==> src/verilog/cnn_dp_pkg.sv <==
package cnn_dp_pkg;

	// ----------------------------------------
	// datapath widths
	// ----------------------------------------
	// pixels unsigned, weights signed
	localparam int PIX_W = 8;
	localparam int WGT_W = 8;
	localparam int N_TAPS = 9;
	localparam int TAP_W = $clog2(N_TAPS);
	localparam int ACC_W = 20;

	// image limits
	localparam int MAX_DIM = 32;
	localparam int DIM_W = $clog2(MAX_DIM + 1);
	localparam int IMG_DEPTH = MAX_DIM * MAX_DIM;
	localparam int IMG_ADDR_W = $clog2(IMG_DEPTH);

	// cycles to flush the read and mac stages
	localparam int DRAIN_LEN = 3;

	typedef enum logic [2:0] {
		IDLE,
		START_UP,
		ROW_GAP,
		DATA,
		DRAIN,
		DONE
	} layer_state_e;

	typedef enum logic {
		ACT_RELU = 1'b0,
		ACT_LINEAR = 1'b1
	} act_type_e;

endpackage

==> src/verilog/cnn_reg_pkg.sv <==
package cnn_reg_pkg;

	// ----------------------------------------
	// host port geometry
	// ----------------------------------------
	localparam int BUS_ADDR_W = 11;
	localparam int BUS_DATA_W = 32;
	// set: image buffer, clear: register file
	localparam int IMG_SEL_BIT = 10;
	localparam int REG_IDX_W = 4;

	// field widths
	localparam int DELAY_W = 12;
	localparam int SHIFT_W = 4;

	// field offsets inside the data word
	localparam int HEIGHT_LSB = 16;
	localparam int HSYNC_LSB = 12;
	localparam int SHIFT_LSB = 1;

	// reset values
	localparam int DEF_WIDTH = 8;
	localparam int DEF_HEIGHT = 8;
	localparam int DEF_START_UP = 20;
	localparam int DEF_HSYNC = 6;

	// ----------------------------------------
	// register indices
	// ----------------------------------------
	typedef enum logic [REG_IDX_W-1:0] {
		REG_WIDTH_HEIGHT = 4'd0,
		REG_DELAYS = 4'd1,
		REG_LAYER_CFG = 4'd2,
		REG_WEIGHT_LO = 4'd3,
		REG_WEIGHT_HI = 4'd4,
		REG_WEIGHT_CTR = 4'd5,
		REG_START = 4'd6,
		REG_DONE = 4'd7
	} reg_addr_e;

endpackage

==> src/verilog/cnn_conv_mac.sv <==
module cnn_conv_mac (
	input  logic clk,
	input  logic rstn,
	input  logic [cnn_dp_pkg::PIX_W-1:0] tap_pix_i,
	input  logic [cnn_dp_pkg::TAP_W-1:0] tap_i,
	input  logic tap_vld_i,
	input  logic [cnn_dp_pkg::N_TAPS*cnn_dp_pkg::WGT_W-1:0] weights_i,
	input  cnn_dp_pkg::act_type_e act_type_i,
	input  logic [cnn_reg_pkg::SHIFT_W-1:0] act_shift_i,
	output logic [cnn_dp_pkg::PIX_W-1:0] out_pixel_o,
	output logic out_valid_o
);

	logic signed [cnn_dp_pkg::WGT_W-1:0] wgt;
	logic signed [cnn_dp_pkg::PIX_W+cnn_dp_pkg::WGT_W:0] prod;
	logic signed [cnn_dp_pkg::ACC_W-1:0] acc_q;
	logic signed [cnn_dp_pkg::ACC_W-1:0] sum;
	logic signed [cnn_dp_pkg::ACC_W-1:0] shifted;
	logic [cnn_dp_pkg::PIX_W-1:0] sat;
	logic tap_last;

	// ----------------------------------------
	// multiply-accumulate
	// ----------------------------------------
	assign wgt = weights_i[tap_i*cnn_dp_pkg::WGT_W +: cnn_dp_pkg::WGT_W];
	// pixel zero-extended and weight sign-extended to product width
	assign prod = $signed({{cnn_dp_pkg::WGT_W{1'b0}}, 1'b0, tap_pix_i}) *
		$signed({{(cnn_dp_pkg::PIX_W+1){wgt[cnn_dp_pkg::WGT_W-1]}}, wgt});
	// tap 0 starts a fresh sum
	assign sum = (tap_i == '0) ? cnn_dp_pkg::ACC_W'(prod) : acc_q + cnn_dp_pkg::ACC_W'(prod);
	assign tap_last = tap_vld_i && (tap_i == cnn_dp_pkg::TAP_W'(cnn_dp_pkg::N_TAPS - 1));

	always_ff @(posedge clk) begin
		if (tap_vld_i)
			acc_q <= sum;
		if (tap_last)
			out_pixel_o <= sat;
	end

	// ----------------------------------------
	// shift and saturate
	// ----------------------------------------
	assign shifted = sum >>> act_shift_i;

	always_comb begin
		if (act_type_i == cnn_dp_pkg::ACT_RELU) begin
			// unsigned 0..255
			if (shifted < 0)
				sat = '0;
			else if (shifted > 255)
				sat = 8'hff;
			else
				sat = shifted[cnn_dp_pkg::PIX_W-1:0];
		end else begin
			// two's complement -128..127
			if (shifted < -128)
				sat = 8'h80;
			else if (shifted > 127)
				sat = 8'h7f;
			else
				sat = shifted[cnn_dp_pkg::PIX_W-1:0];
		end
	end

	// result valid the cycle after the last tap lands
	always_ff @(posedge clk or negedge rstn) begin
		if (!rstn)
			out_valid_o <= 1'b0;
		else
			out_valid_o <= tap_last;
	end

endmodule

==> config.mk <==
export PLATFORM = sky130hd
export DESIGN_NAME = cnn_conv_mac
export DESIGN_NICKNAME = d
export VERILOG_FILES = /design/src/verilog/cnn_dp_pkg.sv /design/src/verilog/cnn_reg_pkg.sv /design/src/verilog/cnn_conv_mac.sv
export SDC_FILE = /design/constraint.sdc
export NUM_CORES = 1
export LEC_CHECK = 0
export BUFFER_PORTS_ARGS = -buffer_cell sky130_fd_sc_hd__buf_4
export CORE_MARGIN = 2
export CORE_UTILIZATION = 45
export DETAILED_ROUTE_END_ITERATION = 7
export GPL_ROUTABILITY_DRIVEN = 0
export PLACE_DENSITY_LB_ADDON = 0.05
export SETUP_SLACK_MARGIN = 0.02
export SYNTH_ARGS = -nofsm -noshare
export SYNTH_HDL_FRONTEND = slang
export SYNTH_SLANG_ARGS = --single-unit
==> constraint.sdc <==
create_clock -name clk -period 4.76 [get_ports clk]
set_input_delay 0.238 -clock clk [delete_from_list [all_inputs] [get_ports clk]]
set_output_delay 0.238 -clock clk [all_outputs]
set_load 0.01 [all_outputs]
==> flow_summary.json <==
{
  "status": "finished, violations left",
  "violations": "setup timing",
  "coreArea_um2": 15100,
  "fillers": 999,
  "grt.total_usage_pct": 32.2,
  "clock_path_buffers": 2,
  "hpwl_um": 20300,
  "die_y_um": 128,
  "path_buf_inv": 8,
  "drc": 0,
  "layout.nets": 1404,
  "postPlaceCellArea_um2": 9770,
  "critical_path_class": "in -> reg",
  "worstPathRequired_ns": 4.75,
  "rows": 45,
  "io_pins": 101,
  "via_per_inst": 6.15,
  "hold_violations": 0,
  "dr.pass1.iters": 7,
  "slowest_stage": "mux4_1",
  "grt_pass1_wl_um": 42700,
  "max_stage_delay_ns": 0.60,
  "synthMuxAreaShare_pct": 10.5,
  "numCtsBuffers": 5,
  "synth_edf_count": 28,
  "post-route-period-util_pct": 175,
  "synth-compound-area-share_pct": 23.0,
  "start_util_pct": 46.0,
  "cts_max_level": 2,
  "period_minus_slack_ns": 8.32,
  "rsz0062_at_grt": "yes",
  "setup_ws_ns": -3.56,
  "worst_pin_slew_ns": 0.902,
  "arrival_ns": 8.31,
  "synthAdderAreaFrac_pct": 22.4,
  "drv_cap": 0,
  "path_clk_slew_ns": 0.05,
  "final-setup-viol-count": 22,
  "grt_pass1_vias": 8689,
  "portBuffers": 100,
  "insertion_delay_ns": 0.29,
  "synthXorXnorAreaFrac_pct": 1.76,
  "dieArea_um2": 16500,
  "min_path_type": "in -> async",
  "syn_area_um2": 6970,
  "ys_ff_latch": 29,
  "synth-seq-area-share_pct": 12.4,
  "cts_tree": "built",
  "diodes": 0,
  "initialDrtViolationCount": 904,
  "syn_avg_cell_area_um2": 8.14,
  "cpMostUsedCell": "fa_1",
  "grt_antenna_before_repair": 0,
  "critPathTopFamily": "adder cells",
  "end_kind": "flop",
  "final_max_slew_viol_count": 0,
  "synthArstFlopShare_pct": 3.45,
  "relSlewSlack_pct": 39.8,
  "clock_skew_ns": 0.0141,
  "postRouteAntennaNets": 0,
  "synth_nets": 1051,
  "yosys_warnings": 0,
  "stdcell_area_um2": 11600,
  "fmax_mhz": 120,
  "cts-root-buf": "clkbuf_16",
  "syn_to_final_growth_pct": 66.4,
  "layout-drive-gt1-share_pct": 52.4,
  "wl_per_cell_um": 19.6,
  "routed_wirelength_um": 27500,
  "postSynthCellCount": 857,
  "grt_max_degree": 33,
  "grt_overflow": 0,
  "synth_top_family_by_area": "simple AND/OR/NAND/NOR gates",
  "worst_setup_path_start_kind": "input pin",
  "critPathMaxFanout": 7,
  "num_vias": 8608,
  "cts_sinks": 29,
  "synth_cell_type_count": 83,
  "die_w_um": 128,
  "synth_simple_gate_area_share_pct": 23.2,
  "ys.flop_type": "edfxtp_1",
  "fin_tns_setup_ns": -47.03
}
## kinds of logic (layout without fill, tap and decap cells)
group,Yosys count,count (layout)
AO/OA/AOI/OAI,231,231
AND/OR/NAND/NOR,315,315
XOR/XNOR,14,14
adder cells (fa/ha/maj),102,102
flip-flops,29,29
multiplexers,50,50
buffers and inverters,116,470
## sequential cells by signal, summed over array words and instances (netlist names)
name,flops
out_pixel_o,8
out_valid_o,1
acc_q,20
## worst register-to-register path, cell delays in order (launching register included)
cell	delay, ns
edfxtp_1	0.41
ha_1	0.33
a21o_1	0.21
and4_1	0.24
buf_4	0.17
o21ai_0	0.62
a21o_1	0.25
buf_4	0.12
nand3_2	0.10
a211oi_4	0.32
or2_4	0.19
inv_2	0.04
a221o_1	0.30
o41ai_2	0.38
or3b_4	0.43
o311ai_4	0.38
o211ai_1	0.17
## cell usage after synthesis, drive strengths merged, types with 4 or more instances
master   instances  share of area, %
nand2           83               4.5
inv             72               3.9
ha              64                11
nor2            61               3.3
a21oi           57               4.2
and2            48               4.3
o21ai           40               2.9
fa              38                11
nor3            29               2.2
clkbuf          28               1.5
edfxtp          28                12
mux2i           23               3.3
o211ai          22               2.4
nand3           18               1.3
mux4            17               5.5
nor4            17               1.7
buf             15               1.3
a211oi          14               1.7
a21o            11               1.2
mux2            10               1.6
nand4           10              0.90
or2              9              0.81
or3              9              0.81
nand2b           8              0.72
o22ai            8              0.72
o31ai            8              0.86
xnor2            8               1.0
a311oi           6              0.75
and3             6              0.54
o21a             6              0.65
xor2             6              0.75
a31oi            5              0.45
o311ai           5              0.88
or4              5              0.59
a2111oi          4              0.50
a21boi           4              0.43
a221oi           4              0.50
and4             4              0.50
o31a             4              0.50
## per-layer routing
| layer | share of wire (%) | vias to the layer above | global-route usage (%) |
|---|---|---|---|
| met5 | 0 | - | 0 |
| met4 | 3.6 | 0 | 10.6 |
| met3 | 8.1 | 106 | 7.57 |
| met2 | 48 | 494 | 55.7 |
| met1 | 40 | 4101 | 39.7 |
| li1 | - | 3907 | - |
## cells in the final DEF (no fill, tap or decap), types with 9 or more instances in the layout
master	count
buf_4	345
nand2_1	65
inv_1	57
nor2_1	50
ha_1	45
and2_1	41
buf_6	38
fa_1	33
a21oi_1	31
edfxtp_1	28
o211ai_1	22
nor3_1	20
o21ai_0	19
a21oi_2	17
ha_4	17
mux4_2	16
inv_2	15
nand3_1	15
mux2i_1	14
nor4_1	14
nand2_2	12
o21ai_2	11
a21o_1	11
nand4_1	10
mux2i_4	9
a21oi_4	9
mux2_2	9
## layout make-up
cell class              count  area [um2]  area share [%]
clock buffers               7         153            1.32
clock inverters             1        5.00          0.0431
inverters                  73         274            2.36
multi-input cells         712        6920            59.6
flip-flops and latches     29         866            7.46
well taps                 188         235            2.03
repair buffers            389        3160            27.2
## per-stage QoR
step / utilization (%) / hold slack, ns / setup WS, ns / cells
after floorplan: - / -0.0576 / -3.58 / 857
after global placement: 64.5 / 0.0130 / -4.11 / 1326
after detailed placement: 64.5 / 0.0154 / -4.36 / 1326
after CTS: 72.2 / 0.270 / -3.56 / 1377
after global routing: 76.6 / 0.281 / -3.83 / 1399
final: 76.6 / 0.269 / -3.56 / 1399
## path summary, 6_finish.rpt
check / from / to / slack [ns] / cells after the start
max: tap_i[0] / out_pixel_o[4] / -3.56 / 33
min: rstn / out_valid_o / 0.27 / 2
max reg2reg: acc_q[1] / out_pixel_o[4] / -0.18 / 16
min reg2reg: acc_q[0] / acc_q[0] / 0.82 / 3
max in group asynchronous: rstn / out_valid_o / 4.41 / 2
min in group clk: act_type_i / out_pixel_o[7] / 0.31 / 2
## timing repair
| item | in CTS | in global routing |
|---|---|---|
| buffers inserted | 41 | 23 |
| hold endpoints to repair | 1 | 0 |
| gates resized for setup | 151 | 104 |
| pin swaps | 69 | 61 |
| setup endpoints to repair | 23 | 23 |
| cloned | 2 | 0 |
| hold buffers | 1 | 0 |
Power is not shown: default switching activity piles up to over one toggle a cycle in this logic, so the estimate is an artifact.
