### src/verilog/cnn_dp_pkg.sv
package cnn_dp_pkg;

	// ----------------------------------------
	// datapath widths
	// ----------------------------------------
	// pixels unsigned, weights signed
	localparam int PIX_W = 8;
	localparam int WGT_W = 8;
	localparam int N_TAPS = 9;
	localparam int TAP_W = $clog2(N_TAPS);
	localparam int ACC_W = 20;

	// image limits
	localparam int MAX_DIM = 32;
	localparam int DIM_W = $clog2(MAX_DIM + 1);
	localparam int IMG_DEPTH = MAX_DIM * MAX_DIM;
	localparam int IMG_ADDR_W = $clog2(IMG_DEPTH);

	// cycles to flush the read and mac stages
	localparam int DRAIN_LEN = 3;

	typedef enum logic [2:0] {
		IDLE,
		START_UP,
		ROW_GAP,
		DATA,
		DRAIN,
		DONE
	} layer_state_e;

	typedef enum logic {
		ACT_RELU = 1'b0,
		ACT_LINEAR = 1'b1
	} act_type_e;

endpackage

### src/verilog/cnn_layer_fsm.sv
module cnn_layer_fsm (
	input  logic clk,
	input  logic rstn,
	input  logic start_i,
	input  logic delay_end_i,
	input  logic frame_end_i,
	output cnn_dp_pkg::layer_state_e state_o,
	output logic layer_done_o
);

	cnn_dp_pkg::layer_state_e state_d;

	// ----------------------------------------
	// next state
	// ----------------------------------------
	always_comb begin
		state_d = state_o;
		case (state_o)
			// start only honoured here
			cnn_dp_pkg::IDLE: begin
				if (start_i)
					state_d = cnn_dp_pkg::START_UP;
			end
			cnn_dp_pkg::START_UP: begin
				if (delay_end_i)
					state_d = cnn_dp_pkg::ROW_GAP;
			end
			cnn_dp_pkg::ROW_GAP: begin
				if (delay_end_i)
					state_d = cnn_dp_pkg::DATA;
			end
			// end strobe here means last tap of last column
			cnn_dp_pkg::DATA: begin
				if (delay_end_i)
					state_d = frame_end_i ? cnn_dp_pkg::DRAIN : cnn_dp_pkg::ROW_GAP;
			end
			cnn_dp_pkg::DRAIN: begin
				if (delay_end_i)
					state_d = cnn_dp_pkg::DONE;
			end
			cnn_dp_pkg::DONE: state_d = cnn_dp_pkg::IDLE;
			default: state_d = cnn_dp_pkg::IDLE;
		endcase
	end

	always_ff @(posedge clk or negedge rstn) begin
		if (!rstn)
			state_o <= cnn_dp_pkg::IDLE;
		else
			state_o <= state_d;
	end

	// one cycle in DONE gives the pulse
	assign layer_done_o = (state_o == cnn_dp_pkg::DONE);

endmodule

### config.mk
export PLATFORM = sky130hd
export DESIGN_NAME = cnn_layer_fsm
export DESIGN_NICKNAME = d
export VERILOG_FILES = /design/src/verilog/cnn_dp_pkg.sv /design/src/verilog/cnn_layer_fsm.sv
export SDC_FILE = /design/constraint.sdc
export NUM_CORES = 1
export LEC_CHECK = 0
export ABC_CLOCK_PERIOD_IN_PS = 1200
export BUFFER_PORTS_ARGS = -buffer_cell sky130_fd_sc_hd__buf_2
export CORE_AREA = 2 2 39 41
export DETAILED_ROUTE_END_ITERATION = 12
export DIE_AREA = 0 0 41 43
export GPL_TIMING_DRIVEN = 0
export HOLD_SLACK_MARGIN = 0.08
export SKIP_LAST_GASP = 1
export SYNTH_ARGS = -nofsm -noshare
export SYNTH_HDL_FRONTEND = slang
export SYNTH_SLANG_ARGS = --single-unit
### constraint.sdc
create_clock -name clk -period 1.2 [get_ports clk]
set_input_delay 0.18 -clock clk [delete_from_list [all_inputs] [get_ports clk]]
set_output_delay 0.18 -clock clk [all_outputs]
set_load 0.02 [all_outputs]
==> results of run 1 <==
[metrics by stage]
| step | total power (W) | area [sq um] | utilization, % | std cells |
|---|---|---|---|---|
| final | 0.0006944 | 289.0 | 20.89 | 49 |
| after global routing | 0.0007656 | 289.0 | 20.89 | 49 |
| after CTS | 0.0007022 | 285.3 | 20.61 | 49 |
| after detailed placement | 0.0004471 | 226.5 | 16.37 | 42 |
| after global placement | 0.0004463 | 226.5 | 16.37 | 42 |
| after floorplan | 0.0003721 | 166.4 | - | 18 |
[cells by family after synthesis]
| kind of cell | share of synthesized area [%] |
|---|---|
| AND/OR/NAND/NOR | 22.56 |
| AO/OA/AOI/OAI | 18.80 |
| flip-flops | 45.11 |
| buffers and inverters | 7.518 |
| multiplexers | 6.015 |
[worst min-delay path: cells and delay by family]
kind	cells	cell delay, ps
buffers and inverters	1	100
and+or+nand+nor	1	90
AOI/OAI and AO/OA	1	70
[layout make-up]
cell class	count	area (sq um)	share of cell area, %
timing repair buffer	12	78.83	27.27
sequential	3	77.57	26.84
multi-input combinational	12	78.83	27.27
tap	16	20.02	6.926
inverter	2	7.507	2.597
clock buffer	4	26.28	9.091
[power breakdown]
group / internal, W / switching [W] / leakage (nW) / total [W]
Clock: 0.000125 / 0.0000544 / 0.0150 / 0.000179
Combinational: 0.000152 / 0.000194 / 0.0880 / 0.000346
Sequential: 0.000148 / 0.0000216 / 0.0344 / 0.000170
Total: 0.000425 / 0.000270 / 0.137 / 0.000694
[path summary, 6_finish.rpt]
path / start / end / slack (ps)
setup / recovery: state_o[1] / layer_done_o / 60
hold reg to reg: state_o[1] / state_o[2] / 560
max in group asynchronous: rstn / state_o[0] / 810
hold / removal: frame_end_i / state_o[2] / 240
setup reg to reg: state_o[0] / state_o[0] / 150
min in group asynchronous: rstn / state_o[2] / 270
[placed cells by master (no fill, tap or decap)]
cell type      n
nor3_1         1
nand3_1        2
dlygate4sd3_1  1
buf_6          1
mux2i_1        1
buf_2          7
inv_1          1
clkbuf_4       3
and3_2         1
buf_4          3
nor2_1         2
a21oi_1        1
clkbuf_1       1
dfrtp_2        2
a31oi_1        1
dfrtp_1        1
o31ai_1        1
nor3b_1        1
inv_2          1
o31ai_2        1
[synth_stat cells, drive strengths merged]
library cell,n
a21oi,1
a31oi,1
and3,1
clkbuf,1
dfrtp,3
inv,2
mux2i,1
nand3,2
nor2,2
nor3,1
nor3b,1
o31ai,2
[routing by layer]
| layer | global-route usage [%] | routed length [um] | up-vias |
|---|---|---|---|
| li1 | - | - | 97 |
| met1 | 6.109 | 206 | 72 |
| met2 | 6.250 | 150 | 7 |
| met3 | 4.712 | 24 | 0 |
| met4 | 10.00 | 0 | 0 |
| met5 | 0 | 0 | - |
[repair_timing]
action | in CTS | in global routing
endpoints found under the hold margin | 3 | 0
gates resized for setup | 3 | 2
pin swaps | 0 | 0
hold buffers | 1 | 0
buffers inserted | 3 | 0
setup endpoints to repair | 1 | 1
==> impl_metrics.ini, run 1 <==
[grt]
grt_pass1_wl_um = 627
grt_usage_pct = 6.325
grt_max_degree = 8
grt_pass1_vias = 153
grt_antenna_before_repair = 0
grt-ovfl-total = 0

[placed_design]
post-place-ws_ps = 143.6
dp_hpwl_um = 257.8
gp_congestion = 0.5832
io_buffers = 8

[logic_synthesis]
synth.avg_cell_area_sq_um = 9.245
ys_top_cells_by_area = dfrtp_1, o31ai_2, mux2i_1
yosysTopAreaCell = dfrtp_1
syn_inst = 18
yosys.area.top_type_share_pct = 45.11
ys_seq_elements = 3
syn_area_sq_um = 166.4
syn_nets = 23
yosysUniqueCellTypes = 13
seq_area_frac_synth_pct = 45.11
yosys_warnings = 0

[worst_setup_path]
crit_family = flip-flops
endpoint_kind = primary output
critPathArrivalTime_ps = 960
required_ps = 1020
crit_chain = inv_2 > and3_2 > buf_6
cp_max_fo = 4
reg2reg_depth = 4
start_kind = register
worstPathBufferInverterCount = 2
cpMaxStageDelayCell = dfrtp_1
cpPeakStageDelay_ps = 380
crit_type = register to primary output
cp_num_cells = 3

[routing]
drt-pass1-iter-count = 4
postRouteAntennaNets = 0
wl_per_cell_um = 7.776
routed_wl_um = 381
via_count = 176
viasPerCell = 3.592
drt_iter0_markers = 3
drc = 0

[min_path]
min_path_type = input port to register
hold_depth = 3

[die]
core_area_sq_um = 1384
die-area_sq_um = 1763
std_cell_rows = 14
die_h_um = 43
ios = 9
dieWidth_um = 41
start_util_pct = 12.03

[sta]
post-route-period-util_pct = 95.02
worst_slack_ps = 59.82
worst_pin_slew_ps = 199.9
post-route-min-period_ps = 1140
setup_tns_ps = 0
drv_slew = 0
fin_skew_ps = 0.4010
max_freq_mhz = 877.1
rsz0062_at_grt = false
setup_viol = 0
slew_headroom_pct = 86.56
hold_violations = 0
hold_slack_ps = 244.4

[clocking]
clock_sinks = 3
cts_max_path_buffers = 2
root_buffer = clkbuf_4
cts_tree = done
clkTransAtPathRegs_ps = 40
htree_levels = 1
numCtsBuffers = 3
clk_latency_ps = 230

[cells_and_area]
antenna_cells = 0
top_register = state_o
largest_reg_flops = 3
fillCellCount = 154
syn_to_final_growth_pct = 73.68
layout-drive-gt1-share_pct = 57.58
nNetsFinal = 39
top_regs = state_o: 3 flops

[power_and_ir_drop]
p_leak_nw = 0.1373
power_density_nw_per_um2 = 2403
peakVddDrop_mv = 0.5502

[outcome]
status = finished, final reports clean

[flow_run]
drv_cap = 0
No activity file was read; power rests on OpenSTA's default activity.
==> run 2: changes to the inputs <==
--- a/config.mk
+++ b/config.mk
@@ -7,11 +7,15 @@
 export LEC_CHECK = 0
 export ABC_CLOCK_PERIOD_IN_PS = 1200
 export BUFFER_PORTS_ARGS = -buffer_cell sky130_fd_sc_hd__buf_2
+export CELL_PAD_IN_SITES_DETAIL_PLACEMENT = 0
+export CELL_PAD_IN_SITES_GLOBAL_PLACEMENT = 1
 export CORE_AREA = 2 2 39 41
 export DETAILED_ROUTE_END_ITERATION = 12
 export DIE_AREA = 0 0 41 43
 export GPL_TIMING_DRIVEN = 0
 export HOLD_SLACK_MARGIN = 0.08
+export PLACE_DENSITY_LB_ADDON = 0.1
+export RECOVER_POWER = 50
 export SKIP_LAST_GASP = 1
 export SYNTH_ARGS = -nofsm -noshare
 export SYNTH_HDL_FRONTEND = slang
==> impl_metrics.ini, run 2 (synthesized netlist as in run 1, its figures left out) <==
[worst_setup_path]
endpoint_kind = primary output
crit_type = register to primary output
cp_max_fo = 4
start_kind = register
required_ps = 1020
critPathArrivalTime_ps = 980

[sta]
hold_violations = 0
setup_tns_ps = 0
fin_skew_ps = 3.989
setup_viol = 0
rsz0062_at_grt = false
post-route-period-util_pct = 96.94
hold_slack_ps = 240.0
drv_slew = 0
worst_pin_slew_ps = 192.1
slew_headroom_pct = 87.09
post-route-min-period_ps = 1163
max_freq_mhz = 859.7

[clocking]
cts_tree = done
htree_levels = 1
cts_max_path_buffers = 2
numCtsBuffers = 3
clock_sinks = 3
clkTransAtPathRegs_ps = 40
root_buffer = clkbuf_4
clk_latency_ps = 230

[grt]
grt_max_degree = 8
grt_antenna_before_repair = 0
grt_pass1_wl_um = 779
grt-ovfl-total = 0
grt_usage_pct = 7.143
grt_pass1_vias = 203

[power_and_ir_drop]
switching_power_w = 0.0002883
pwr-share-seq_pct = 24.1
comb_power_share_pct = 52.2
power_density_nw_per_um2 = 2479
peakVddDrop_mv = 0.4879
p_leak_nw = 0.1386
swShare_pct = 39.22
clkPwrFrac_pct = 23.7
cellInternalPower_w = 0.0004469

[routing]
drc = 0
wl_per_cell_um = 10.02
drt-pass1-iter-count = 2
via_count = 198
viasPerCell = 3.960
drt_iter0_markers = 4
postRouteAntennaNets = 0
routed_wl_um = 501

[cells_and_area]
top_register = state_o
largest_reg_flops = 3
final_cell_mix = buf_2, buf_4, clkbuf_4, dfrtp_2
layout-drive-gt1-share_pct = 58.82
syn_to_final_growth_pct = 78.19
layout_commonest_cell = buf_2
antenna_cells = 0
top_regs = state_o: 3 flops
nNetsFinal = 40

[die]
ios = 9
std_cell_rows = 14
dieWidth_um = 41
die_h_um = 43
core_area_sq_um = 1384
start_util_pct = 12.03
die-area_sq_um = 1763

[outcome]
status = finished, final reports clean

[placed_design]
gp_congestion = 0.5941
io_buffers = 8
dp_hpwl_um = 321.2

[min_path]
min_path_type = input port to register

[flow_run]
drv_cap = 0
-- run 2: per-stage QoR --
step / instance area [sq um] / util [%] / total power (W) / instances / setup slack (ps)
after floorplan: 166.4 / - / 0.0003721 / 18 / 123.0
after global placement: 226.5 / 16.37 / 0.0004668 / 42 / 129.3
after detailed placement: 226.5 / 16.37 / 0.0004643 / 42 / 137.2
after CTS: 286.5 / 20.71 / 0.0007187 / 49 / 24.23
after global routing: 296.5 / 21.43 / 0.0007894 / 50 / 7.637
final: 296.5 / 21.43 / 0.0007352 / 50 / 36.74
-- run 2: layout make-up --
class / instances / area [sq um]
clock buffers: 4 / 26.28
fillers: 166 / 1087
inverters: 2 / 7.507
multi-input cells: 12 / 78.83
flip-flops and latches: 3 / 78.83
well taps: 16 / 20.02
repair buffers: 13 / 85.08
-- run 2: path summary, 6_finish.rpt --
path                             start      endpoint  slack [ps]  cells after the start
setup / recovery            state_o[1]  layer_done_o          40                      3
hold / removal             frame_end_i    state_o[2]         240                      3
setup reg to reg            state_o[0]    state_o[0]         120                      4
hold reg to reg             state_o[1]    state_o[2]         570                      3
max in group asynchronous         rstn    state_o[0]         730                      2
min in group asynchronous         rstn    state_o[2]         290                      2
-- run 2: timing repair --
item | 4_1_cts | 5_1_grt
buffers inserted | 3 | 1
hold buffers | 1 | 0
resized for setup | 5 | 1
hold endpoints to repair | 3 | 0
setup endpoints to repair | 1 | 1
-- run 2: power by group through the flow --
stage	registers, W	clock network [W]	logic (W)
3_5_place_dp	0.000217	0	0.000247
6_report	0.000177	0.000174	0.000384
3_3_place_gp	0.000215	0	0.000251
4_1_cts	0.000178	0.000180	0.000361
5_1_grt	0.000183	0.000186	0.000421
2_1_floorplan	0.000248	0	0.000124
-- run 2: per-layer routing --
| layer | track usage (%) | wire length, um | vias up |
|---|---|---|---|
| met5 | 0 | 0 | - |
| met4 | 8.000 | 10 | 0 |
| met3 | 3.141 | 36 | 2 |
| met2 | 10.00 | 259 | 8 |
| met1 | 6.796 | 195 | 90 |
| li1 | - | - | 98 |
-- run 2: worst max-delay path: stages, from the launching register on --
cell and delay [ps]:
dfrtp_2 400, inv_2 70, and3_2 170, buf_6 110
