===== config.mk =====
export PLATFORM = sky130hd
export DESIGN_NAME = cnn_reg_bank
export DESIGN_NICKNAME = d
export VERILOG_FILES = /design/src/verilog/cnn_dp_pkg.sv /design/src/verilog/cnn_reg_pkg.sv /design/src/verilog/cnn_reg_bank.sv
export SDC_FILE = /design/constraint.sdc
export NUM_CORES = 1
export LEC_CHECK = 0
export BUFFER_PORTS_ARGS = -buffer_cell sky130_fd_sc_hd__buf_2
export CAP_MARGIN = 20
export CORE_ASPECT_RATIO = 0.5
export CORE_MARGIN = 8
export CORE_UTILIZATION = 45
export CTS_CLUSTER_SIZE = 14
export DETAILED_ROUTE_END_ITERATION = 10
export HOLD_SLACK_MARGIN = 0.1
export PLACE_DENSITY = 0.74
export RECOVER_POWER = 50
export SYNTH_ARGS = -nofsm -noshare
export SYNTH_HDL_FRONTEND = slang
export SYNTH_SLANG_ARGS = --single-unit

===== constraint.sdc =====
create_clock -name clk -period 3.2 [get_ports clk]
set_input_delay 0 -clock clk [delete_from_list [all_inputs] [get_ports clk]]
set_output_delay 0 -clock clk [all_outputs]
set_load 0.03 [all_outputs]

===== src/verilog/cnn_dp_pkg.sv =====
package cnn_dp_pkg;

	// ----------------------------------------
	// datapath widths
	// ----------------------------------------
	// pixels unsigned, weights signed
	localparam int PIX_W = 8;
	localparam int WGT_W = 8;
	localparam int N_TAPS = 9;
	localparam int TAP_W = $clog2(N_TAPS);
	localparam int ACC_W = 20;

	// image limits
	localparam int MAX_DIM = 32;
	localparam int DIM_W = $clog2(MAX_DIM + 1);
	localparam int IMG_DEPTH = MAX_DIM * MAX_DIM;
	localparam int IMG_ADDR_W = $clog2(IMG_DEPTH);

	// cycles to flush the read and mac stages
	localparam int DRAIN_LEN = 3;

	typedef enum logic [2:0] {
		IDLE,
		START_UP,
		ROW_GAP,
		DATA,
		DRAIN,
		DONE
	} layer_state_e;

	typedef enum logic {
		ACT_RELU = 1'b0,
		ACT_LINEAR = 1'b1
	} act_type_e;

endpackage


===== src/verilog/cnn_reg_pkg.sv =====
package cnn_reg_pkg;

	// ----------------------------------------
	// host port geometry
	// ----------------------------------------
	localparam int BUS_ADDR_W = 11;
	localparam int BUS_DATA_W = 32;
	// set: image buffer, clear: register file
	localparam int IMG_SEL_BIT = 10;
	localparam int REG_IDX_W = 4;

	// field widths
	localparam int DELAY_W = 12;
	localparam int SHIFT_W = 4;

	// field offsets inside the data word
	localparam int HEIGHT_LSB = 16;
	localparam int HSYNC_LSB = 12;
	localparam int SHIFT_LSB = 1;

	// reset values
	localparam int DEF_WIDTH = 8;
	localparam int DEF_HEIGHT = 8;
	localparam int DEF_START_UP = 20;
	localparam int DEF_HSYNC = 6;

	// ----------------------------------------
	// register indices
	// ----------------------------------------
	typedef enum logic [REG_IDX_W-1:0] {
		REG_WIDTH_HEIGHT = 4'd0,
		REG_DELAYS = 4'd1,
		REG_LAYER_CFG = 4'd2,
		REG_WEIGHT_LO = 4'd3,
		REG_WEIGHT_HI = 4'd4,
		REG_WEIGHT_CTR = 4'd5,
		REG_START = 4'd6,
		REG_DONE = 4'd7
	} reg_addr_e;

endpackage


===== src/verilog/cnn_reg_bank.sv =====
module cnn_reg_bank (
	input  logic clk,
	input  logic rstn,
	input  logic bus_wr_i,
	input  logic [cnn_reg_pkg::BUS_ADDR_W-1:0] bus_addr_i,
	input  logic [cnn_reg_pkg::BUS_DATA_W-1:0] bus_wdata_i,
	input  logic layer_done_i,
	output logic [cnn_reg_pkg::BUS_DATA_W-1:0] bus_rdata_o,
	output logic [cnn_dp_pkg::DIM_W-1:0] width_o,
	output logic [cnn_dp_pkg::DIM_W-1:0] height_o,
	output logic [cnn_reg_pkg::DELAY_W-1:0] start_up_o,
	output logic [cnn_reg_pkg::DELAY_W-1:0] hsync_o,
	output cnn_dp_pkg::act_type_e act_type_o,
	output logic [cnn_reg_pkg::SHIFT_W-1:0] act_shift_o,
	output logic [cnn_dp_pkg::N_TAPS*cnn_dp_pkg::WGT_W-1:0] weights_o,
	output logic start_o,
	output logic img_we_o,
	output logic [cnn_dp_pkg::IMG_ADDR_W-1:0] img_waddr_o,
	output logic [cnn_dp_pkg::PIX_W-1:0] img_wdata_o
);

	logic img_sel;
	logic reg_wr;
	logic start_wr;
	logic done_q;
	cnn_reg_pkg::reg_addr_e reg_idx;

	// ----------------------------------------
	// address decode
	// ----------------------------------------
	assign img_sel = bus_addr_i[cnn_reg_pkg::IMG_SEL_BIT];
	assign reg_idx = cnn_reg_pkg::reg_addr_e'(bus_addr_i[cnn_reg_pkg::REG_IDX_W-1:0]);
	assign reg_wr = bus_wr_i & ~img_sel;
	assign start_wr = reg_wr && (reg_idx == cnn_reg_pkg::REG_START) && bus_wdata_i[0];

	// pixel writes go straight to the buffer
	assign img_we_o = bus_wr_i & img_sel;
	assign img_waddr_o = bus_addr_i[cnn_dp_pkg::IMG_ADDR_W-1:0];
	assign img_wdata_o = bus_wdata_i[cnn_dp_pkg::PIX_W-1:0];

	// config registers
	always_ff @(posedge clk or negedge rstn) begin
		if (!rstn) begin
			width_o <= cnn_dp_pkg::DIM_W'(cnn_reg_pkg::DEF_WIDTH);
			height_o <= cnn_dp_pkg::DIM_W'(cnn_reg_pkg::DEF_HEIGHT);
			start_up_o <= cnn_reg_pkg::DELAY_W'(cnn_reg_pkg::DEF_START_UP);
			hsync_o <= cnn_reg_pkg::DELAY_W'(cnn_reg_pkg::DEF_HSYNC);
			act_type_o <= cnn_dp_pkg::ACT_RELU;
			act_shift_o <= '0;
			weights_o <= '0;
		end else if (reg_wr) begin
			case (reg_idx)
				cnn_reg_pkg::REG_WIDTH_HEIGHT: begin
					width_o <= bus_wdata_i[cnn_dp_pkg::DIM_W-1:0];
					height_o <= bus_wdata_i[cnn_reg_pkg::HEIGHT_LSB +: cnn_dp_pkg::DIM_W];
				end
				cnn_reg_pkg::REG_DELAYS: begin
					start_up_o <= bus_wdata_i[cnn_reg_pkg::DELAY_W-1:0];
					hsync_o <= bus_wdata_i[cnn_reg_pkg::HSYNC_LSB +: cnn_reg_pkg::DELAY_W];
				end
				cnn_reg_pkg::REG_LAYER_CFG: begin
					act_type_o <= cnn_dp_pkg::act_type_e'(bus_wdata_i[0]);
					act_shift_o <= bus_wdata_i[cnn_reg_pkg::SHIFT_LSB +: cnn_reg_pkg::SHIFT_W];
				end
				// four weights per word, tap 0 in the low byte
				cnn_reg_pkg::REG_WEIGHT_LO: begin
					weights_o[0 +: 4*cnn_dp_pkg::WGT_W] <= bus_wdata_i;
				end
				cnn_reg_pkg::REG_WEIGHT_HI: begin
					weights_o[4*cnn_dp_pkg::WGT_W +: 4*cnn_dp_pkg::WGT_W] <= bus_wdata_i;
				end
				cnn_reg_pkg::REG_WEIGHT_CTR: begin
					weights_o[8*cnn_dp_pkg::WGT_W +: cnn_dp_pkg::WGT_W] <=
						bus_wdata_i[cnn_dp_pkg::WGT_W-1:0];
				end
				default: begin
				end
			endcase
		end
	end

	// ----------------------------------------
	// start pulse and done flag
	// ----------------------------------------
	always_ff @(posedge clk or negedge rstn) begin
		if (!rstn) begin
			start_o <= 1'b0;
			done_q <= 1'b0;
		end else begin
			start_o <= start_wr;
			// a new start wins over a finishing layer
			if (start_wr)
				done_q <= 1'b0;
			else if (layer_done_i)
				done_q <= 1'b1;
		end
	end

	// read-back, no side effects
	always_comb begin
		bus_rdata_o = '0;
		if (!img_sel) begin
			case (reg_idx)
				cnn_reg_pkg::REG_WIDTH_HEIGHT: begin
					bus_rdata_o[cnn_dp_pkg::DIM_W-1:0] = width_o;
					bus_rdata_o[cnn_reg_pkg::HEIGHT_LSB +: cnn_dp_pkg::DIM_W] = height_o;
				end
				cnn_reg_pkg::REG_DELAYS: begin
					bus_rdata_o[cnn_reg_pkg::DELAY_W-1:0] = start_up_o;
					bus_rdata_o[cnn_reg_pkg::HSYNC_LSB +: cnn_reg_pkg::DELAY_W] = hsync_o;
				end
				cnn_reg_pkg::REG_LAYER_CFG: begin
					bus_rdata_o[0] = act_type_o;
					bus_rdata_o[cnn_reg_pkg::SHIFT_LSB +: cnn_reg_pkg::SHIFT_W] = act_shift_o;
				end
				cnn_reg_pkg::REG_WEIGHT_LO: bus_rdata_o = weights_o[0 +: 32];
				cnn_reg_pkg::REG_WEIGHT_HI: bus_rdata_o = weights_o[32 +: 32];
				cnn_reg_pkg::REG_WEIGHT_CTR: begin
					bus_rdata_o[cnn_dp_pkg::WGT_W-1:0] = weights_o[64 +: cnn_dp_pkg::WGT_W];
				end
				cnn_reg_pkg::REG_DONE: bus_rdata_o[0] = done_q;
				default: begin
				end
			endcase
		end
	end

endmodule


==> results by group <==
Worst setup path
  • Crit path max-delay family: buffers and inverters
  • Most frequent CP cell: clkbuf_1
  • Crit Path Class: input pin to flop
  • Worst path max stage delay: 1010 ps
  • Startpoint Class: input pin
  • CP Capture Type: flop
  • Arr. time, crit path: 3010 ps
  • Critical-path cell list: clkbuf_1, clkbuf_1, nor2b_1, nand3_2, buf_4, mux2_2
  • Worst EP required: between 3000 and 4000 ps
  • CP bufs+invs: 3
  • CP max stage cell: clkbuf_1
  • Crit path max fanout: 22

Die
  • Width of the chip: 175 µm
  • Initial Util: 0.453
  • Std-Cell Rows: 29
  • Core area: around 0.012 mm²
  • Die H: 95.3 µm
  • Die area: roughly 0.017 mm²
  • I/O Pins: 212

Timing
  • Post-layout min period: 2720 ps
  • Clock Skew: 0 ps
  • Max Slew Vio Count: 74
  • Slew of the pin with the lowest slew margin: 1880 ps
  • Max frequency: about 370 MHz
  • Hold slack: ~300 ps
  • Tcrit/Tclk final: 0.852
  • Worst slew margin relative to its limit: -0.254
  • Setup ws final: between 400 and 500 ps
  • Fin. Hold Viols: 0
  • RSZ-0062 raised after global routing: no
  • Total negative setup slack: 0 ps
  • Final setup viols: 0

Clocking
  • # hold bufs at CTS: 42
  • TritonCTS Buffers: 17
  • CTS tree: yes
  • Postcts setup bufs: 0
  • H-Tree Depth: 4
  • Later-pin clock latency in the skew report: 400 ps
  • Clk buf depth: 2
  • Worst-path clk slew: 50 ps
  • Post_cts resized: 0
  • Clock Sinks: roughly 120
  • CTS Root Cell: clkbuf_16

Yosys
  • Mapped Cells: 448
  • YS warnings: 0
  • Post-synth EDFFs: 0
  • Post-synth cell types: 39
  • Yosys top cell by area: dfrtp_1
  • Synth Area in XOR/XNOR: 0
  • Top-area cell type share of the netlist area: 0.482
  • Post-Synthesis Cell Area: 0.00566 mm²
  • Synth Area in Simple Gates: 0.0973
  • Synth area leaders: dfrtp_1, mux2_2, dfstp_2
  • Total nets after synthesis: around 500
  • Most frequent cell after synthesis: mux2_2
  • Prevailing post-synth register cell: dfrtp_1
  • Synth Area in Compound Gates: 0.0679
  • Most frequent cells after synthesis: mux2_2, dfrtp_1, nor2_1
  • Multiplexer share of the synthesized area: 0.268
  • Synth async-reset ratio: 1.00
  • FF+latch count, synth: 115
  • Adder-cell share of the synthesized area: 0
  • Seq/Total Area, Yosys: 0.510
  • Main combinational cell family by area after synthesis: multiplexers
  • Mean post-synth cell area: 12.6 µm²

Placement
  • Placed wire-length estimate: 12,100 µm
  • Number of I/O port buffers: 199
  • GPL Wtd Cong: around 0.77
  • Setup Slack @ Placement: approximately 1000 ps

Run status
  • Failing checks: capacitance limit, slew limit
  • Outcome: finished with violations

Global routing
  • All-layer global routing usage: 0.208
  • Initial antenna violation count: 0
  • Vias in the first global route: 4,865
  • Global route overflow: 0
  • Largest net degree at the start of global routing: 75
  • First-pass GRT wire length: 27,300 µm

Routing
  • Post-DRT Antenna Nets: 0
  • Total number of vias: 4,576
  • DRC: 0
  • Initial DRT Pass Iterations: 5
  • Routed vias/inst: 5.36
  • Drt wl/cell: 20.2 µm
  • Drt total wl: 17,200 µm
  • 1st-iter DRT viols: 281

Power and ir drop
  • Pwr dens: 723 mW/mm²
  • VDD IR max: 0.000373 V
  • P_leak: 3.42 nW

Cells and area
  • Synthesis-to-finish area growth: 34.0%
  • Fin util: 0.607
  • Nets: around 720
  • Layout cells sized above 1: 0.372

Worst hold path
  • Worst Hold Class: input pin to flop

Job
  • Max Cap Viol: 1
flip-flops by register name (all words and copies together) (netlist names):
| name | cells |
|---|---|
| width_o | 6 |
| start_o | 1 |
| height_o | 6 |
| hsync_o | 12 |
| start_up_o | 12 |
| done_q | 1 |
| weights_o | 72 |
| act_shift_o | 4 |
| act_type_o | 1 |
final cells by class:
type                            instances  area, µm²
Tap cell                              170        213
Antenna cell                            1       2.50
Clock buffer                           20        467
Timing Repair Buffer                  251       1350
Fill cell                            1073       4900
Clock inverter                         12        179
Inverter                                3       11.3
Multi-Input combinational cell        282       2470
Sequential cell                       115       2890
cell usage in the layout, fill, tap and decap left out, drive strengths merged, types with 3 or more instances in the layout:
cell type    instances
bufinv               4
nor2                20
nand3                7
and2                 5
dlygate4sd3         42
a22oi               15
a31oi                3
clkinvlp             3
dfstp                6
nand2               15
o22a                 6
a21oi               14
nand4                3
mux2               122
nor2b                3
mux2i               14
clkbuf             142
buf                 87
dfrtp              109
o21ai               15
nor4                 3
inv                  3
nor3b                6
clkinv               5
and3b               13
final timing paths:
check / start / to / slack [ps] / depth (start not counted)
worst max-delay path: bus_addr_i[1] / weights_o[58] / 480 / 6
max in group asynchronous: rstn / hsync_o[10] / 1440 / 2
worst min register to register: start_up_o[7] / start_up_o[7] / 520 / 1
worst min-delay path: bus_addr_i[10] / weights_o[64] / 300 / 4
min in group asynchronous: rstn / weights_o[28] / 640 / 2
worst max register to register: weights_o[34] / weights_o[34] / 2370 / 1
per-stage QoR:
stage / power (mW) / instances / cell area, µm²
after floorplan: 2.97 / 448 / 5660
after global placement: 3.45 / 779 / 6670
after detailed placement: 3.48 / 779 / 6670
after CTS: 5.59 / 853 / 7740
after global routing: 5.71 / 853 / 7580
final: 5.48 / 854 / 7580
routing by layer:
layer | track usage | wire length (µm) | part of all wire
met1 | 0.250 | 7260 | 0.42
met2 | 0.353 | 8510 | 0.49
met3 | 0.0613 | 1190 | 0.069
met4 | 0.0848 | 282 | 0.016
met5 | 0 | 0 | 0
kinds of logic (layout without fill, tap and decap cells):
group                  Yosys count  in the layout
AO/OA/AOI/OAI                   59             59
buffers and inverters           51            286
other                            0              1
flip-flops                     115            115
AND/OR/NAND/NOR                 87             87
multiplexers                   136            136
worst min-delay path: stages:
cell and delay [ps]:
buf_2 220, and3b_1 310, nand2_1 60, o21ai_0 70
power breakdown:
group          switching (mW)  internal (mW)  total [mW]
sequential              0.236           1.75        1.99
clock                   0.684           1.37        2.05
combinational           0.988          0.460        1.45
No activity file was read; power rests on OpenSTA's default activity.
