### src/verilog/cnn_dp_pkg.sv
package cnn_dp_pkg;

	// ----------------------------------------
	// datapath widths
	// ----------------------------------------
	// pixels unsigned, weights signed
	localparam int PIX_W = 8;
	localparam int WGT_W = 8;
	localparam int N_TAPS = 9;
	localparam int TAP_W = $clog2(N_TAPS);
	localparam int ACC_W = 20;

	// image limits
	localparam int MAX_DIM = 32;
	localparam int DIM_W = $clog2(MAX_DIM + 1);
	localparam int IMG_DEPTH = MAX_DIM * MAX_DIM;
	localparam int IMG_ADDR_W = $clog2(IMG_DEPTH);

	// cycles to flush the read and mac stages
	localparam int DRAIN_LEN = 3;

	typedef enum logic [2:0] {
		IDLE,
		START_UP,
		ROW_GAP,
		DATA,
		DRAIN,
		DONE
	} layer_state_e;

	typedef enum logic {
		ACT_RELU = 1'b0,
		ACT_LINEAR = 1'b1
	} act_type_e;

endpackage

### src/verilog/cnn_reg_pkg.sv
package cnn_reg_pkg;

	// ----------------------------------------
	// host port geometry
	// ----------------------------------------
	localparam int BUS_ADDR_W = 11;
	localparam int BUS_DATA_W = 32;
	// set: image buffer, clear: register file
	localparam int IMG_SEL_BIT = 10;
	localparam int REG_IDX_W = 4;

	// field widths
	localparam int DELAY_W = 12;
	localparam int SHIFT_W = 4;

	// field offsets inside the data word
	localparam int HEIGHT_LSB = 16;
	localparam int HSYNC_LSB = 12;
	localparam int SHIFT_LSB = 1;

	// reset values
	localparam int DEF_WIDTH = 8;
	localparam int DEF_HEIGHT = 8;
	localparam int DEF_START_UP = 20;
	localparam int DEF_HSYNC = 6;

	// ----------------------------------------
	// register indices
	// ----------------------------------------
	typedef enum logic [REG_IDX_W-1:0] {
		REG_WIDTH_HEIGHT = 4'd0,
		REG_DELAYS = 4'd1,
		REG_LAYER_CFG = 4'd2,
		REG_WEIGHT_LO = 4'd3,
		REG_WEIGHT_HI = 4'd4,
		REG_WEIGHT_CTR = 4'd5,
		REG_START = 4'd6,
		REG_DONE = 4'd7
	} reg_addr_e;

endpackage

### src/verilog/cnn_scan_counter.sv
module cnn_scan_counter (
	input  logic clk,
	input  logic rstn,
	input  cnn_dp_pkg::layer_state_e state_i,
	input  logic [cnn_dp_pkg::DIM_W-1:0] width_i,
	input  logic [cnn_dp_pkg::DIM_W-1:0] height_i,
	input  logic [cnn_reg_pkg::DELAY_W-1:0] start_up_i,
	input  logic [cnn_reg_pkg::DELAY_W-1:0] hsync_i,
	output logic delay_end_o,
	output logic frame_end_o,
	output logic [cnn_dp_pkg::DIM_W-1:0] row_o,
	output logic [cnn_dp_pkg::DIM_W-1:0] col_o,
	output logic [cnn_dp_pkg::TAP_W-1:0] tap_o,
	output logic tap_vld_o,
	output logic first_row_o,
	output logic last_row_o,
	output logic first_col_o,
	output logic last_col_o
);

	logic [cnn_reg_pkg::DELAY_W-1:0] timer_q;
	logic [cnn_reg_pkg::DELAY_W-1:0] delay_lim;
	logic in_delay;
	logic timer_end;
	logic tap_last;
	logic row_end;

	// ----------------------------------------
	// delay timer
	// ----------------------------------------
	always_comb begin
		delay_lim = '0;
		in_delay = 1'b1;
		case (state_i)
			cnn_dp_pkg::START_UP: delay_lim = start_up_i;
			cnn_dp_pkg::ROW_GAP: delay_lim = hsync_i;
			cnn_dp_pkg::DRAIN: delay_lim = cnn_reg_pkg::DELAY_W'(cnn_dp_pkg::DRAIN_LEN);
			default: in_delay = 1'b0;
		endcase
	end

	// zero delay still costs one cycle
	assign timer_end = in_delay &&
		(({1'b0, timer_q} + 1'b1) >= {1'b0, delay_lim});

	// restarts at zero for each new state
	always_ff @(posedge clk or negedge rstn) begin
		if (!rstn)
			timer_q <= '0;
		else if (!in_delay || timer_end)
			timer_q <= '0;
		else
			timer_q <= timer_q + 1'b1;
	end

	// ----------------------------------------
	// raster scan, tap fastest
	// ----------------------------------------
	assign tap_vld_o = (state_i == cnn_dp_pkg::DATA);
	assign tap_last = (tap_o == cnn_dp_pkg::TAP_W'(cnn_dp_pkg::N_TAPS - 1));

	always_ff @(posedge clk or negedge rstn) begin
		if (!rstn) begin
			row_o <= '0;
			col_o <= '0;
			tap_o <= '0;
		end else if (state_i == cnn_dp_pkg::IDLE) begin
			row_o <= '0;
			col_o <= '0;
			tap_o <= '0;
		end else if (tap_vld_o) begin
			if (!tap_last) begin
				tap_o <= tap_o + 1'b1;
			end else begin
				tap_o <= '0;
				if (last_col_o) begin
					col_o <= '0;
					row_o <= last_row_o ? '0 : row_o + 1'b1;
				end else begin
					col_o <= col_o + 1'b1;
				end
			end
		end
	end

	// frame edges
	assign first_row_o = (row_o == '0);
	assign last_row_o = (row_o == height_i - 1'b1);
	assign first_col_o = (col_o == '0);
	assign last_col_o = (col_o == width_i - 1'b1);

	// end strobes back to the FSM
	assign row_end = tap_vld_o && tap_last && last_col_o;
	assign delay_end_o = timer_end | row_end;
	assign frame_end_o = row_end & last_row_o;

endmodule
### config.mk
export PLATFORM = sky130hd
export DESIGN_NAME = cnn_scan_counter
export DESIGN_NICKNAME = d
export VERILOG_FILES = /design/src/verilog/cnn_dp_pkg.sv /design/src/verilog/cnn_reg_pkg.sv /design/src/verilog/cnn_scan_counter.sv
export SDC_FILE = /design/constraint.sdc
export NUM_CORES = 1
export LEC_CHECK = 0
export BUFFER_PORTS_ARGS = -buffer_cell sky130_fd_sc_hd__buf_2
export CORE_ASPECT_RATIO = 1.25
export CORE_MARGIN = 2
export CORE_UTILIZATION = 50
export DETAILED_ROUTE_END_ITERATION = 10
export PLACE_DENSITY = 0.76
export SLEW_MARGIN = 20
export SYNTH_ARGS = -nofsm -noshare
export SYNTH_HDL_FRONTEND = slang
export SYNTH_SLANG_ARGS = --single-unit
### constraint.sdc
create_clock -name clk -period 5.2 [get_ports clk]
set_input_delay 0.26 -clock clk [delete_from_list [all_inputs] [get_ports clk]]
set_output_delay 0.26 -clock clk [all_outputs]
set_load 0.01 [all_outputs]
==> results of run 1 <==
## cells by family (layout without fill, tap and decap cells)
group | Yosys count | in the layout | synth area share
simple gates | 106 | 106 | 0.2570
mux | 1 | 1 | 0.006464
buf+inv | 20 | 81 | 0.03287
fa+ha+maj | 21 | 21 | 0.1131
compound gates | 57 | 57 | 0.1794
xor+xnor | 29 | 29 | 0.1094
flops | 28 | 28 | 0.3017
## worst paths after layout
check                                  endpoint            startpoint
setup / recovery                    delay_end_o  timer_q[0]$_DFF_PN0_
hold / removal             timer_q[3]$_DFF_PN0_                  rstn
setup reg to reg           timer_q[4]$_DFF_PN0_  timer_q[0]$_DFF_PN0_
hold reg to reg            tap_o[3]$_DFFE_PN0P_  tap_o[3]$_DFFE_PN0P_
max in group asynchronous  col_o[2]$_DFFE_PN0P_                  rstn
min in group clk           tap_o[2]$_DFFE_PN0P_            state_i[0]
## sequential cells by signal, summed over array words and instances (netlist names)
register  cells
row_o         6
tap_o         4
col_o         6
timer_q      12
## metal layers
| layer | share of wire | up-vias | global-route usage |
|---|---|---|---|
| met4 | 0.0097 | 0 | 0.05532 |
| li1 | - | 1059 | - |
| met3 | 0.049 | 4 | 0.01681 |
| met2 | 0.51 | 63 | 0.3928 |
| met5 | 0 | - | 0 |
| met1 | 0.43 | 974 | 0.2518 |
## power groups by stage
stage	combinational, uW	clock (uW)	sequential (uW)
3_3_place_gp	104	0	237
5_1_grt	123	145	235
4_1_cts	108	137	233
6_report	107	137	233
2_1_floorplan	64.0	0	237
3_5_place_dp	107	0	237
## synthesized netlist by cell type, drive strengths merged (4+ instances only)
cell type | count | area (sq um)
nor2 | 13 | 51.30
nand3 | 18 | 90.09
a22oi | 10 | 75.07
or2 | 11 | 68.82
or3 | 4 | 30.03
nand2 | 15 | 56.30
clkbuf | 5 | 18.77
a22o | 7 | 61.31
a21oi | 7 | 38.79
xor2 | 12 | 105.1
ha | 21 | 262.8
o21ai | 13 | 65.06
xnor2 | 17 | 148.9
dfrtp | 28 | 700.7
and3 | 8 | 51.30
nand2b | 5 | 38.78
and2 | 4 | 25.02
nor2b | 16 | 100.1
inv | 14 | 52.55
## worst max-delay path: stages (launching register included)
cell      delay, ns
dfrtp_1        0.44
ha_1           0.22
and3_1         0.26
nand3_1        0.12
xnor2_1        0.24
ha_1           0.28
nand3_1        0.10
nor2_1         0.08
a211oi_1       0.30
nand3_1        0.14
a22o_1         0.25
buf_2          0.14
## through the flow
stage / utilization / power [uW]
global route: 0.6195 / 501.9
CTS: 0.6195 / 477.5
floorplan: - / 301.5
detailed placement: 0.6070 / 343.7
finish: 0.6195 / 476.6
global placement: 0.6070 / 340.9
## cell type report
type,count,share of cell area
Clock buffer,4,0.02008
Inverter,14,0.01917
Multi-Input combinational cell,214,0.5637
Sequential cell,28,0.2556
Tap cell,58,0.02647
Timing Repair Buffer,63,0.1150
==> run_results.csv, run 1 <==
group,metric,value,unit
worst_setup_path,cp-end-kind,"output pin",
timing,finalWorstSetupSlack,2.090,ns
power_and_ir_drop,power_frac_seq,0.489,
clock_network,path_clk_slew,0.10,ns
timing,holdWs,-0.008406,ns
floorplanning,die_h,80.20,microns
layout,drive_above_1_share,0.2755,
floorplanning,core-area,0.004425,sq mm
synth,syn_nets,324,
timing,finalSetupTns,0,ns
timing,slew_headroom,0.4873,
layout,layout_commonest_cell,"buf_2",
timing,setup_viol,0,
worst_setup_path,worstSetupStartpointType,"flip-flop",
synth,synth_cells,262,
synth,yosys_warnings,0,
placement,placed_area,0.002686,sq mm
floorplanning,io_pins,64,
grt,grt_pass1_vias,1981,
synth,yosysSeqAreaShare,0.3017,
clock_network,cts_buffers,3,
clock_network,clk_latency,0.27,ns
grt,grt_max_degree,29,
synth,ys_seq_elements,28,
status,violations,"negative hold slack",
worst_setup_path,r2r_cells,10,
power_and_ir_drop,comb_power_share,0.223,
timing,drv_slew,0,
route,firstDrtPassIters,5,
clock_network,cts_buffer_depth,2,
route,avgViaCountPerCell,5.512,
status,status,"complete, but fails checks",
route,num_vias,2100,
clock_network,root_buffer,"clkbuf_8",
grt,gr-total-overflow,0,
floorplanning,die_area,0.005209,sq mm
hold_path,hold_class,"in -> async",
synth,synth_edf_count,0,
clock_network,cts_tree,"built",
synth,syn_area_per_cell,8.863,sq um
synth,netlist_area,0.002322,sq mm
worst_setup_path,cp.arrival,2.85,ns
timing,post-route-period-util,0.5980,
layout,multi_input_area,0.001545,sq mm
layout,antenna_cells,0,
timing,hold_viol,20,
layout,syn2layout_area_growth,18.05,%
placement,io_buffers,63,
worst_setup_path,crit_type,"reg -> out",
power_and_ir_drop,switching_share,0.2868,
worst_setup_path,critPathMaxFanout,5,
layout,final_cells,381,
layout,final-seq-area,700.7,sq um
power_and_ir_drop,p_int,339.9,uW
layout,design_area,0.002741,sq mm
clock_network,post_cts_resized,0,
clock_network,cts_hold_buf,0,
grt,antenna_found_initial,0,
grt,track_usage,0.2087,
floorplanning,die_w,64.96,microns
grt,grt_pass1_wl,8625,microns
power_and_ir_drop,power.switching,136.7,uW
worst_setup_path,regToRegSetupSlack,2.41,ns
worst_setup_path,worstPathRequired,4.94,ns
placement,routabilityCongestion,0.8547,
timing,worst_pin_slew,0.7632,ns
layout,fillers,402,
layout,finalNetCount,386,
timing,fin_skew,0.003758,ns
placement,hpwl,4095,microns
route,wl_per_cell,13.51,microns
timing,rsz0062_at_grt,"no",
placement,place_ws,2.263,ns
floorplanning,fp-row-count,27,
power_and_ir_drop,ir_drop,0.1039,mV
power_and_ir_drop,powerDensity,173.9,mW/mm^2
route,drt-total-wl,5148,microns
synth,async_flop_share,1.000,
power_and_ir_drop,leakagePower,0.001351,uW
clock_network,cts_sinks,28,
route,final_antenna_net_count,0,
route,drc,0,
clock_network,cts_max_level,1,
route,drt_iter0_drc,91,
clock_network,post_cts_buffers,0,
synth,synth_cell_types,50,
flow_run,maxCapViolCount,0,
timing,post-route-min-period,3.110,ns
placement,dp.cells,377,
synth,ys.flop_type,"dfrtp_1",
timing,fmax,0.3216,GHz
floorplanning,start_util,0.5247,
layout,layout_common_cells,"buf_2 (63), dfrtp_1 (28), ha_1 (21), nand3_1 (18), xnor2_1 (17)",
power_and_ir_drop,power_frac_clock,0.288,
No activity file was read; power rests on OpenSTA's default activity.
==> run 2, diff against run 1 <==
==> constraint.sdc (replaced) <==
create_clock -name clk -period 3.2 [get_ports clk]
set_input_delay 0.16 -clock clk [delete_from_list [all_inputs] [get_ports clk]]
set_output_delay 0.16 -clock clk [all_outputs]
set_load 0.01 [all_outputs]
==> run_results.csv, run 2 (synthesis gave the netlist of run 1 again) <==
group,metric,value,unit
placement,io_buffers,63,
clock_network,cts_buffers,3,
worst_setup_path,reg2reg_from,"timer_q[0]$_DFF_PN0_",
layout,antenna_cells,0,
grt,grt_pass1_wl,8880,microns
clock_network,post_cts_buffers,0,
power_and_ir_drop,leakagePower,0.001371,uW
placement,routabilityCongestion,0.7906,
layout,syn2layout_area_growth,19.67,%
power_and_ir_drop,ir_drop,0.1275,mV
worst_setup_path,r2r_cells,11,
worst_setup_path,startpoint,"timer_q[0]$_DFF_PN0_",
route,drt_iter0_drc,88,
route,avgViaCountPerCell,5.496,
timing,fmax,0.3407,GHz
route,num_vias,2116,
route,wl_per_cell,13.08,microns
clock_network,cts_buffer_depth,2,
floorplanning,fp-row-count,27,
worst_setup_path,path_cells,"ha_1 > and3_1 > nand3_1 > xnor2_1 > ha_1 > nand3_1 > nor2_1 > a211oi_2 > nand3_1 > a22o_1 > buf_2",
worst_setup_path,worst_r2r_endpoint,"timer_q[4]$_DFF_PN0_",
floorplanning,die_w,64.96,microns
grt,grt_pass1_vias,2143,
floorplanning,io_pins,64,
grt,gr-total-overflow,0,
clock_network,cts_sinks,28,
clock_network,cts_tree,"built",
layout,finalNetCount,390,
worst_setup_path,crit_type,"reg -> out",
worst_setup_path,cp.arrival,2.78,ns
hold_path,min-delay-start,"state_i[0]",
worst_setup_path,crit_slowest_cell,"dfrtp_1",
worst_setup_path,cp-end-kind,"output pin",
timing,post-route-min-period,2.935,ns
timing,worst_pin_slew,0.7448,ns
timing,holdWs,0.3875,ns
grt,track_usage,0.2140,
worst_setup_path,crit_end,"delay_end_o",
clock_network,root_buffer,"clkbuf_8",
timing,fin_skew,0.006122,ns
floorplanning,die_h,80.20,microns
grt,grt_max_degree,29,
route,drt-total-wl,5035,microns
worst_setup_path,worstPathRequired,3.04,ns
layout,largest-register,"timer_q",
route,firstDrtPassIters,4,
clock_network,path_clk_slew,0.10,ns
layout,drive_above_1_share,0.2844,
clock_network,cts_max_level,1,
layout,layout_common_cells,"buf_2 (63), dfrtp_1 (28), ha_1 (21), nand3_1 (18), xnor2_1 (17)",
placement,hpwl,4119,microns
floorplanning,core-area,0.004425,sq mm
hold_path,hold_class,"in -> reg",
floorplanning,die_area,0.005209,sq mm
layout,fillers,408,
status,status,"finished clean",
worst_setup_path,worstSetupStartpointType,"flip-flop",
layout,largest_register_ffs,12,
worst_setup_path,critPathMaxFanout,5,
worst_setup_path,max_stage_delay,0.43,ns
power_and_ir_drop,powerDensity,279.2,mW/mm^2
worst_setup_path,regToRegSetupSlack,0.70,ns
timing,slew_headroom,0.4996,
worst_setup_path,cp_common_cell,"nand3_1",
layout,largestRegisters,"timer_q (12), col_o (6), row_o (6)",
grt,antenna_found_initial,0,
timing,rsz0062_at_grt,"no",
timing,hold_viol,0,
route,drc,0,
timing,finalSetupTns,0,ns
timing,post-route-period-util,0.9172,
clock_network,clk_latency,0.28,ns
timing,setup_viol,0,
timing,drv_slew,0,
floorplanning,start_util,0.5247,
flow_run,maxCapViolCount,0,
route,final_antenna_net_count,0,
layout,layout_commonest_cell,"buf_2",
run 2: report_power, final:
group | internal [uW] | leakage [uW] | switching [uW]
Sequential | 364 | 0.000388 | 14.7
Combinational | 83.3 | 0.000954 | 94.3
Clock | 110 | 0.0000288 | 110
run 2: worst max-delay path, delay by kind of cell (launching register included):
kind / cells / cell delay [ns]
AND/OR/NAND/NOR: 5 / 0.71
adder cells (fa/ha/maj): 2 / 0.51
buffers and inverters: 1 / 0.14
XOR/XNOR: 1 / 0.22
flip-flops: 1 / 0.43
AO/OA/AOI/OAI: 2 / 0.49
run 2: cell type report:
cell class                 count  area, sq um  area share
timing repair buffer          67        347.8      0.1252
tap                           58        72.57     0.02611
clock buffer                   4        55.05     0.01981
sequential                    28        700.7      0.2521
multi-input combinational    214         1550      0.5579
inverter                      14        52.55     0.01891
run 2: worst min path at each step:
stage	to	cells after the start
2_1_floorplan	col_o[0]$_DFFE_PN0P_	0
3_3_place_gp	timer_q[3]$_DFF_PN0_	1
3_5_place_dp	timer_q[1]$_DFF_PN0_	1
4_1_cts	tap_o[2]$_DFFE_PN0P_	3
5_1_grt	row_o[3]$_DFFE_PN0P_	3
6_report	tap_o[2]$_DFFE_PN0P_	3
run 2: repair_timing:
| item | CTS | global route |
|---|---|---|
| gates resized for setup | 0 | 2 |
| hold buffers | 1 | 0 |
| endpoints found under the setup margin | 0 | 1 |
| endpoints found under the hold margin | 28 | 0 |
run 2: per-layer routing:
| layer | routed length [microns] | vias to the layer above | global-route usage | part of all wire |
|---|---|---|---|---|
| met5 | 0 | - | 0 | 0 |
| met4 | 65 | 0 | 0.07447 | 0.013 |
| met3 | 195 | 4 | 0.01821 | 0.039 |
| met2 | 2700 | 58 | 0.4041 | 0.54 |
| met1 | 2073 | 994 | 0.2491 | 0.41 |
| li1 | - | 1060 | - | - |
run 2: stage by stage:
step / instances / power (uW) / setup slack, ns / utilization / area (sq um)
2_1_floorplan: 262 / 489.9 / 0.7628 / - / 2322
3_3_place_gp: 380 / 557.9 / 0.4969 / 0.6121 / 2709
3_5_place_dp: 380 / 564.0 / 0.4661 / 0.6121 / 2709
4_1_cts: 385 / 782.8 / 0.1999 / 0.6268 / 2774
5_1_grt: 385 / 827.0 / 0.05652 / 0.6279 / 2779
6_report: 385 / 775.9 / 0.2650 / 0.6279 / 2779
